[config.mk]
export PLATFORM = sky130hd
export DESIGN_NAME = ps2_keyboard_top
export DESIGN_NICKNAME = d
export VERILOG_FILES = /design/src/hdl/key_event_pkg.sv /design/src/hdl/ps2_frame_pkg.sv /design/src/hdl/ps2_keyboard_top.sv /design/src/hdl/ascii_mapper.sv /design/src/hdl/scan_decoder.sv /design/src/hdl/ps2_frame_rx.sv
export VERILOG_INCLUDE_DIRS = /design/src /design/src/hdl
export SDC_FILE = /design/constraint.sdc
export NUM_CORES = 1
export LEC_CHECK = 0
export BUFFER_PORTS_ARGS = -buffer_cell sky130_fd_sc_hd__buf_2
export CAP_MARGIN = 20
export CORE_MARGIN = 2
export CORE_UTILIZATION = 40
export DETAILED_ROUTE_END_ITERATION = 6
export PLACE_DENSITY = 0.65
export REMOVE_ABC_BUFFERS = 1
export SYNTH_ARGS = -nofsm -noshare
export SYNTH_HDL_FRONTEND = slang
export SYNTH_SLANG_ARGS = --single-unit
[constraint.sdc]
create_clock -name clk -period 3.43 [get_ports clk]
set_clock_uncertainty 0.1 [all_clocks]
set_input_delay 0.686 -clock clk [delete_from_list [all_inputs] [get_ports clk]]
set_output_delay 0.686 -clock clk [all_outputs]
set_load 0.02 [all_outputs]
[src/hdl/ps2_settings.svh]
`ifndef PS2_SETTINGS_SVH
`define PS2_SETTINGS_SVH

// --------------------------------------------------
// frame format
// --------------------------------------------------
// start + 8 data + parity + stop
`define PS2_FRAME_BITS 11

// clk cycles with no ps2 clock edge before a partial frame is dropped
`define PS2_IDLE_LIMIT 4096

// --------------------------------------------------
// scan-code set 2 specials
// --------------------------------------------------
`define SCAN_EXTENDED 8'hE0
`define SCAN_BREAK    8'hF0
`define SCAN_LSHIFT   8'h12
`define SCAN_RSHIFT   8'h59
`define SCAN_CAPS     8'h58

`endif
[src/hdl/key_event_pkg.sv]
package key_event_pkg;

    // --------------------------------------------------
    // decoded key side types
    // --------------------------------------------------

    // ascii values the mapper produces besides letters and digits
    localparam logic [7:0] ASCII_NONE        = 8'h00;
    localparam logic [7:0] ASCII_SPACE       = 8'h20;
    localparam logic [7:0] ASCII_ENTER       = 8'h0D;
    localparam logic [7:0] ASCII_BACKSPACE   = 8'h08;
    // distance from lower to upper case
    localparam logic [7:0] ASCII_CASE_OFFSET = 8'h20;

    // one key, prefixes already folded in
    typedef struct packed {
        logic       valid;
        logic       released;
        logic       extended;
        // modifier levels after this key
        logic       shift;
        logic       caps;
        logic [7:0] code;
    } key_event_t;

    // same fields as key_event_t, plus the ascii lookup result
    typedef struct packed {
        logic       valid;
        logic       released;
        logic       extended;
        logic       shift;
        logic       caps;
        logic [7:0] code;
        // zero when the key has no ascii meaning
        logic [7:0] ascii;
    } ascii_out_t;

endpackage

[src/hdl/ps2_frame_pkg.sv]
package ps2_frame_pkg;

    // --------------------------------------------------
    // serial frame side types
    // --------------------------------------------------

    // payload bits in one ps2 frame
    localparam int PS2_DATA_BITS = 8;

    // one received frame, after start/stop/parity check
    typedef struct packed {
        // one-cycle strobe, frame was good
        logic                     valid;
        // one-cycle strobe, start, stop or parity bad
        logic                     error;
        // last good byte, held between strobes
        logic [PS2_DATA_BITS-1:0] data;
    } ps2_byte_t;

endpackage

[src/hdl/ps2_keyboard_top.sv]
`timescale 1ns/1ps

module ps2_keyboard_top (
    input  logic                      clk,
    input  logic                      rst_n,
    input  logic                      ps2_clk,
    input  logic                      ps2_data,
    output key_event_pkg::ascii_out_t key_out,
    output logic                      frame_error
);
    import ps2_frame_pkg::*;
    import key_event_pkg::*;

    ps2_byte_t  rx_byte;
    key_event_t key_event;

    // --------------------------------------------------
    // pin -> byte -> key event -> ascii
    // --------------------------------------------------
    ps2_frame_rx u_frame_rx (
        .clk      (clk),
        .rst_n    (rst_n),
        .ps2_clk  (ps2_clk),
        .ps2_data (ps2_data),
        .rx_byte  (rx_byte)
    );

    scan_decoder u_decoder (
        .clk       (clk),
        .rst_n     (rst_n),
        .rx_byte   (rx_byte),
        .key_event (key_event)
    );

    ascii_mapper u_mapper (
        .clk       (clk),
        .rst_n     (rst_n),
        .key_event (key_event),
        .key_out   (key_out)
    );

    // bad frame strobe straight out
    assign frame_error = rx_byte.error;

endmodule

[src/hdl/ascii_mapper.sv]
`timescale 1ns/1ps

module ascii_mapper (
    input  logic                      clk,
    input  logic                      rst_n,
    input  key_event_pkg::key_event_t key_event,
    output key_event_pkg::ascii_out_t key_out
);
    import key_event_pkg::*;

    logic [7:0] base_ascii;
    logic       is_letter;
    logic       upper;
    logic [7:0] ascii_next;

    // --------------------------------------------------
    // set 2 lookup, letters in lower case
    // --------------------------------------------------
    always_comb begin
        case (key_event.code)
            8'h1C: base_ascii = "a";
            8'h32: base_ascii = "b";
            8'h21: base_ascii = "c";
            8'h23: base_ascii = "d";
            8'h24: base_ascii = "e";
            8'h2B: base_ascii = "f";
            8'h34: base_ascii = "g";
            8'h33: base_ascii = "h";
            8'h43: base_ascii = "i";
            8'h3B: base_ascii = "j";
            8'h42: base_ascii = "k";
            8'h4B: base_ascii = "l";
            8'h3A: base_ascii = "m";
            8'h31: base_ascii = "n";
            8'h44: base_ascii = "o";
            8'h4D: base_ascii = "p";
            8'h15: base_ascii = "q";
            8'h2D: base_ascii = "r";
            8'h1B: base_ascii = "s";
            8'h2C: base_ascii = "t";
            8'h3C: base_ascii = "u";
            8'h2A: base_ascii = "v";
            8'h1D: base_ascii = "w";
            8'h22: base_ascii = "x";
            8'h35: base_ascii = "y";
            8'h1A: base_ascii = "z";
            // top row digits
            8'h45: base_ascii = "0";
            8'h16: base_ascii = "1";
            8'h1E: base_ascii = "2";
            8'h26: base_ascii = "3";
            8'h25: base_ascii = "4";
            8'h2E: base_ascii = "5";
            8'h36: base_ascii = "6";
            8'h3D: base_ascii = "7";
            8'h3E: base_ascii = "8";
            8'h46: base_ascii = "9";
            8'h29: base_ascii = ASCII_SPACE;
            8'h5A: base_ascii = ASCII_ENTER;
            8'h66: base_ascii = ASCII_BACKSPACE;
            default: base_ascii = ASCII_NONE;
        endcase
    end

    // case only matters for letters
    assign is_letter = (base_ascii >= "a") && (base_ascii <= "z");
    assign upper     = key_event.shift ^ key_event.caps;

    // extended keys share codes with plain ones, never mapped
    always_comb begin
        if (key_event.extended) begin
            ascii_next = ASCII_NONE;
        end else if (is_letter && upper) begin
            ascii_next = base_ascii - ASCII_CASE_OFFSET;
        end else begin
            ascii_next = base_ascii;
        end
    end

    // --------------------------------------------------
    // output register
    // --------------------------------------------------
    always_ff @(posedge clk) begin
        if (!rst_n) begin
            key_out.valid <= 1'b0;
        end else begin
            key_out.valid <= key_event.valid;
            if (key_event.valid) begin
                key_out.released <= key_event.released;
                key_out.extended <= key_event.extended;
                key_out.shift    <= key_event.shift;
                key_out.caps     <= key_event.caps;
                key_out.code     <= key_event.code;
                key_out.ascii    <= ascii_next;
            end
        end
    end

endmodule

[src/hdl/scan_decoder.sv]
`timescale 1ns/1ps
`include "ps2_settings.svh"

module scan_decoder (
    input  logic                      clk,
    input  logic                      rst_n,
    input  ps2_frame_pkg::ps2_byte_t  rx_byte,
    output key_event_pkg::key_event_t key_event
);

    logic pend_ext;
    logic pend_rel;
    logic lshift;
    logic rshift;
    logic caps;
    logic is_ext_prefix;
    logic is_rel_prefix;
    logic is_lshift;
    logic is_rshift;
    logic is_caps;
    logic is_modifier;
    logic key_done;

    // --------------------------------------------------
    // byte classification
    // --------------------------------------------------
    assign is_ext_prefix = (rx_byte.data == `SCAN_EXTENDED);
    assign is_rel_prefix = (rx_byte.data == `SCAN_BREAK);

    // modifiers only without the E0 prefix
    assign is_lshift   = ~pend_ext & (rx_byte.data == `SCAN_LSHIFT);
    assign is_rshift   = ~pend_ext & (rx_byte.data == `SCAN_RSHIFT);
    assign is_caps     = ~pend_ext & (rx_byte.data == `SCAN_CAPS);
    assign is_modifier = is_lshift | is_rshift | is_caps;

    // any non-prefix byte ends a sequence
    assign key_done = rx_byte.valid & ~is_ext_prefix & ~is_rel_prefix;

    // --------------------------------------------------
    // prefix flags
    // --------------------------------------------------
    always_ff @(posedge clk) begin
        if (!rst_n || rx_byte.error) begin
            // damaged frame drops any pending prefix
            pend_ext <= 1'b0;
            pend_rel <= 1'b0;
        end else if (rx_byte.valid) begin
            if (is_ext_prefix) begin
                pend_ext <= 1'b1;
            end else if (is_rel_prefix) begin
                pend_rel <= 1'b1;
            end else begin
                pend_ext <= 1'b0;
                pend_rel <= 1'b0;
            end
        end
    end

    // shift level held per key
    always_ff @(posedge clk) begin
        if (!rst_n) begin
            lshift <= 1'b0;
            rshift <= 1'b0;
            caps   <= 1'b0;
        end else if (key_done) begin
            if (is_lshift) begin
                lshift <= ~pend_rel;
            end
            if (is_rshift) begin
                rshift <= ~pend_rel;
            end
            // toggle on make only
            if (is_caps && !pend_rel) begin
                caps <= ~caps;
            end
        end
    end

    // --------------------------------------------------
    // event register
    // --------------------------------------------------
    always_ff @(posedge clk) begin
        if (!rst_n) begin
            key_event.valid <= 1'b0;
        end else begin
            key_event.valid <= key_done & ~is_modifier;
            if (key_done && !is_modifier) begin
                key_event.released <= pend_rel;
                key_event.extended <= pend_ext;
                key_event.shift    <= lshift | rshift;
                key_event.caps     <= caps;
                key_event.code     <= rx_byte.data;
            end
        end
    end

    // event carries the modifier levels that stand after it
    a_event_levels: assert property (@(posedge clk) disable iff (!rst_n)
        key_event.valid |-> (key_event.shift == (lshift | rshift)) && (key_event.caps == caps));

endmodule

[src/hdl/ps2_frame_rx.sv]
`timescale 1ns/1ps
`include "ps2_settings.svh"

module ps2_frame_rx (
    input  logic                     clk,
    input  logic                     rst_n,
    input  logic                     ps2_clk,
    input  logic                     ps2_data,
    output ps2_frame_pkg::ps2_byte_t rx_byte
);
    import ps2_frame_pkg::*;

    localparam int LAST_BIT = `PS2_FRAME_BITS - 1;
    localparam int CNT_W    = $clog2(`PS2_FRAME_BITS);
    localparam int IDLE_W   = $clog2(`PS2_IDLE_LIMIT + 1);

    logic [1:0]                 clk_sync;
    logic [1:0]                 data_sync;
    logic                       clk_prev;
    logic                       fall;
    logic [CNT_W-1:0]           bit_cnt;
    logic                       last_bit;
    logic [`PS2_FRAME_BITS-1:0] frame;
    logic [`PS2_FRAME_BITS-1:0] frame_next;
    logic                       frame_ok;
    logic [IDLE_W-1:0]          idle_cnt;
    logic                       idle_expired;

    // --------------------------------------------------
    // synchronizer and falling edge detect
    // --------------------------------------------------
    // lines idle high
    always_ff @(posedge clk) begin
        if (!rst_n) begin
            clk_sync  <= 2'b11;
            data_sync <= 2'b11;
            clk_prev  <= 1'b1;
        end else begin
            clk_sync  <= {clk_sync[0], ps2_clk};
            data_sync <= {data_sync[0], ps2_data};
            clk_prev  <= clk_sync[1];
        end
    end

    // one-cycle pulse on the third cycle after the pin falls
    assign fall = clk_prev & ~clk_sync[1];

    // --------------------------------------------------
    // bit capture
    // --------------------------------------------------
    assign last_bit = (bit_cnt == CNT_W'(LAST_BIT));

    // frame including the bit taken on this edge
    always_comb begin
        frame_next = frame;
        if (fall) begin
            frame_next[bit_cnt] = data_sync[1];
        end
    end

    always_ff @(posedge clk) begin
        frame <= frame_next;
    end

    // start low, stop high, odd parity over data and parity bit
    assign frame_ok = ~frame_next[0] & frame_next[LAST_BIT] & (^frame_next[LAST_BIT-1:1]);

    always_ff @(posedge clk) begin
        if (!rst_n) begin
            bit_cnt <= '0;
        end else if (fall) begin
            bit_cnt <= last_bit ? '0 : bit_cnt + 1'b1;
        end else if (idle_expired) begin
            // drop a half frame left behind
            bit_cnt <= '0;
        end
    end

    // --------------------------------------------------
    // idle watchdog
    // --------------------------------------------------
    assign idle_expired = (idle_cnt == IDLE_W'(`PS2_IDLE_LIMIT));

    always_ff @(posedge clk) begin
        if (!rst_n || fall) begin
            idle_cnt <= '0;
        end else if (!idle_expired) begin
            idle_cnt <= idle_cnt + 1'b1;
        end
    end

    // data only moves on a good frame
    always_ff @(posedge clk) begin
        if (!rst_n) begin
            rx_byte.valid <= 1'b0;
            rx_byte.error <= 1'b0;
        end else begin
            rx_byte.valid <= fall & last_bit & frame_ok;
            rx_byte.error <= fall & last_bit & ~frame_ok;
            if (fall && last_bit && frame_ok) begin
                rx_byte.data <= frame_next[PS2_DATA_BITS:1];
            end
        end
    end

    // no two edges back to back, so strobes last one cycle
    a_strobe_single: assert property (@(posedge clk) disable iff (!rst_n)
        (rx_byte.valid || rx_byte.error) |=> !(rx_byte.valid || rx_byte.error));

    a_cnt_range: assert property (@(posedge clk) disable iff (!rst_n)
        bit_cnt <= CNT_W'(LAST_BIT));

endmodule

==> run summary <==
* **count of boundary I/O pins** 26
* **synthesized netlist cell count** 487
* **Final Critical Period** 3.08 ns
* **Buffers on Ports** 25
* **remaining max-slew budget at the tightest pin** 63.9%
* **detail-routed via count per cell** 5.67
* **Pwr Total** 2.17 mW
* **number of cells in the design after placement** 648
* **vias post-DR** 3763
* **total negative slack for setup checks** 0 ns
* **Data arrival, critical path** 3.24 ns
* **part of the cycle the worst path needs** 89.7%
* **sum of net half-perimeters after detailed placement** 7910 um
* **Bufs on Longest Clock Path** 2
* **worst-path fanout max** 12
* **number of warnings reported in the yosys synthesis log** 0
* **type of the setup path with the least slack** register to register
* **number of distinct library cells after synthesis** 78
* **number of hold-repair buffers added at the cts stage** 0
* **cell area reported after detailed placement** 5080 sq um
* **critical path required time** 3.59 ns
* **sequential-to-total area share from yosys stat** 45.3%
* **number of sinks on the clock net** 89
* **Cell Rows** 40
* **cell area after synthesis** 4820 sq um
* **commonest non-fill, non-tap cells in the layout** sky130_fd_sc_hd__dfxtp_1 (49), sky130_fd_sc_hd__nand2_1 (46), sky130_fd_sc_hd__edfxtp_1 (40)
* **number of diodes** 0
* **Initial DRC Count** 222
* **maximum vdd ir drop** 0.397 mV
* **CTS clock-pin slew for the worst setup and hold paths** 0.06 ns
* **number of failing setup endpoints in the final timing report** 0
* **remaining global-route overflow** 0
* **number of resized instances in the post-cts repair step** 0
* **most instantiated flip-flop cell in the synthesis netlist** sky130_fd_sc_hd__dfxtp_1
* **count of final hold-check violations** 0
* **fmax** 0.325 GHz
* **detailed-route wire length per cell** 16.3 um
* **Die Outline Area** 12900 sq um
* **clock tree from TritonCTS** yes
* **crit path cell chain** nor2b_1, a31oi_1, nand2_4, inv_2, nor2_1, a21o_1, inv_1, ha_1, a21bo_2, a311oi_1, a41oi_1, a211oi_1
* **fraction of layout cells with a size suffix above 1** 17.0%
* **cts bufs inserted** 9
* **mean cell area of the mapped netlist** 9.89 sq um
* **die width** 114 um
* **remaining antenna violation count** 0
* **Async S/R FF share, synth** 0%
* **Least-Margin Pin Slew** 0.527 ns
* **number of buffer and inverter instances along the worst setup path** 2
* **final max-slew violation count** 0
* **highest-delay cell along the critical path** sky130_fd_sc_hd__edfxtp_1
* **first-pass GRT wire length** 17500 um
* **WL final** 10800 um
* **CTS H-tree lvls** 3
* **area added between synthesis and finish** 11.6%
* **antenna violations before repair** 0
* **cell at the root of the clock tree** sky130_fd_sc_hd__clkbuf_16
* **Seq cells post-synth** 89
* **cell area after layout** 5380 sq um
* **startpoint type of the worst setup path** register
* **initial standard-cell utilization of the core** 40.6%
* **Final Non-Filler Cells** 664
* **post-route DRC violation count** 0
* **total routing resource utilization after global routing** 17.3%
* **type of the most critical hold path** register to register
* **kind of end point of the critical path** register
* **clock latency on the worst-skew pair** 0.34 ns
* **largest stage delay on the critical path** 0.53 ns
* **final core utilization** 45.3%
* **Post-synth EDFFs** 40
* **family with the most delay on the worst path** compound AO/OA/AOI/OAI gates
* **Maximum Capacitance Violations** 0
* **cell leakage power** 2.06 nW
* **Post-CTS Setup Bufs** 0
* **Die Y** 114 um
* **TritonRoute pass-1 iters** 4
* **Final nets** 525
* **Cell Pwr Density** 404 nW/um^2
* **run status** finished, final reports clean
* **final estimated routing congestion in global placement** 0.950
* **vias in the first global route** 3577
* **flop2flop setup slack** 0.35 ns
* **leading cell type in the layout, fill and taps excluded** sky130_fd_sc_hd__dfxtp_1
* **largest net degree at the start of global routing** 27
* **RSZ-0062 raised after global routing** no
* **core area** 11900 sq um
-- synthesized netlist by cell type (5+ instances only) --
library cell,number,share of area [%]
sky130_fd_sc_hd__a211oi_1,7,1.1
sky130_fd_sc_hd__a21oi_1,26,2.7
sky130_fd_sc_hd__a31oi_1,9,1.2
sky130_fd_sc_hd__and2_1,13,1.7
sky130_fd_sc_hd__buf_2,9,0.93
sky130_fd_sc_hd__buf_6,5,1.2
sky130_fd_sc_hd__clkbuf_1,8,0.62
sky130_fd_sc_hd__dfxtp_1,49,20
sky130_fd_sc_hd__edfxtp_1,40,25
sky130_fd_sc_hd__ha_1,9,2.3
sky130_fd_sc_hd__inv_1,19,1.5
sky130_fd_sc_hd__mux2_2,10,2.3
sky130_fd_sc_hd__mux2i_1,11,2.3
sky130_fd_sc_hd__nand2_1,46,3.6
sky130_fd_sc_hd__nand2b_1,12,1.6
sky130_fd_sc_hd__nand3_1,24,2.5
sky130_fd_sc_hd__nand4_1,5,0.65
sky130_fd_sc_hd__nor2_1,38,3.0
sky130_fd_sc_hd__nor2b_1,6,0.78
sky130_fd_sc_hd__nor3_1,12,1.2
sky130_fd_sc_hd__o21ai_0,16,1.7
sky130_fd_sc_hd__or3_1,7,0.91
sky130_fd_sc_hd__xnor2_1,12,2.2
sky130_fd_sc_hd__xor2_1,8,1.5
-- registers in the layout, indices dropped and copies added (netlist names), 2 cells and up, named ones only --
signal,cells
u_mapper.key_out,21
u_decoder.key_event,13
u_frame_rx.idle_cnt,13
u_frame_rx.frame,11
u_frame_rx.rx_byte,10
u_frame_rx.bit_cnt,4
u_frame_rx.clk_sync,2
u_frame_rx.data_sync,2
-- cell type report --
type | instances | area, sq um
Clock buffer | 10 | 229
Clock inverter | 6 | 63.8
Fill cell | 1115 | 6480
Inverter | 21 | 81.3
Multi-Input combinational cell | 352 | 2410
Sequential cell | 89 | 2180
Tap cell | 147 | 184
Timing Repair Buffer | 39 | 230
-- metal layers --
metal | routed length (um) | GRT usage, %
met2 | 5240 | 29.1
met4 | 312 | 8.21
met5 | 0 | 0
met3 | 537 | 4.68
met1 | 4710 | 20.6
-- kinds of logic after synthesis --
| kind of cell | after synthesis | synth area share (%) |
|---|---|---|
| fa+ha+maj | 9 | 2.34 |
| compound gates | 106 | 16.1 |
| simple gates | 192 | 21.8 |
| flops | 89 | 45.3 |
| mux | 23 | 5.17 |
| xor+xnor | 22 | 4.60 |
| buf+inv | 46 | 4.75 |
-- worst paths after layout --
path | from | end | cells past startpoint
max | u_frame_rx.rx_byte[6] | register | 12
min | u_frame_rx.clk_sync[0] | u_frame_rx.clk_sync[1] | 1
max reg2reg | u_frame_rx.rx_byte[6] | register | 12
min reg2reg | u_frame_rx.clk_sync[0] | u_frame_rx.clk_sync[1] | 1
-- power by group --
part	switching, mW	total [mW]	leakage, nW	internal, mW
registers	0.0137	1.13	0.770	1.11
clock network	0.395	0.962	0.148	0.567
logic	0.0407	0.0809	1.14	0.0402
-- stage by stage --
step | hold WS, ns | setup slack, ns
CTS | 0.309 | 0.377
floorplan | 0.286 | 0.262
finish | 0.306 | 0.353
global placement | 0.293 | 0.386
global route | 0.327 | 0.146
detailed placement | 0.293 | 0.221
Note: power is estimated with default switching activity, not from simulation.
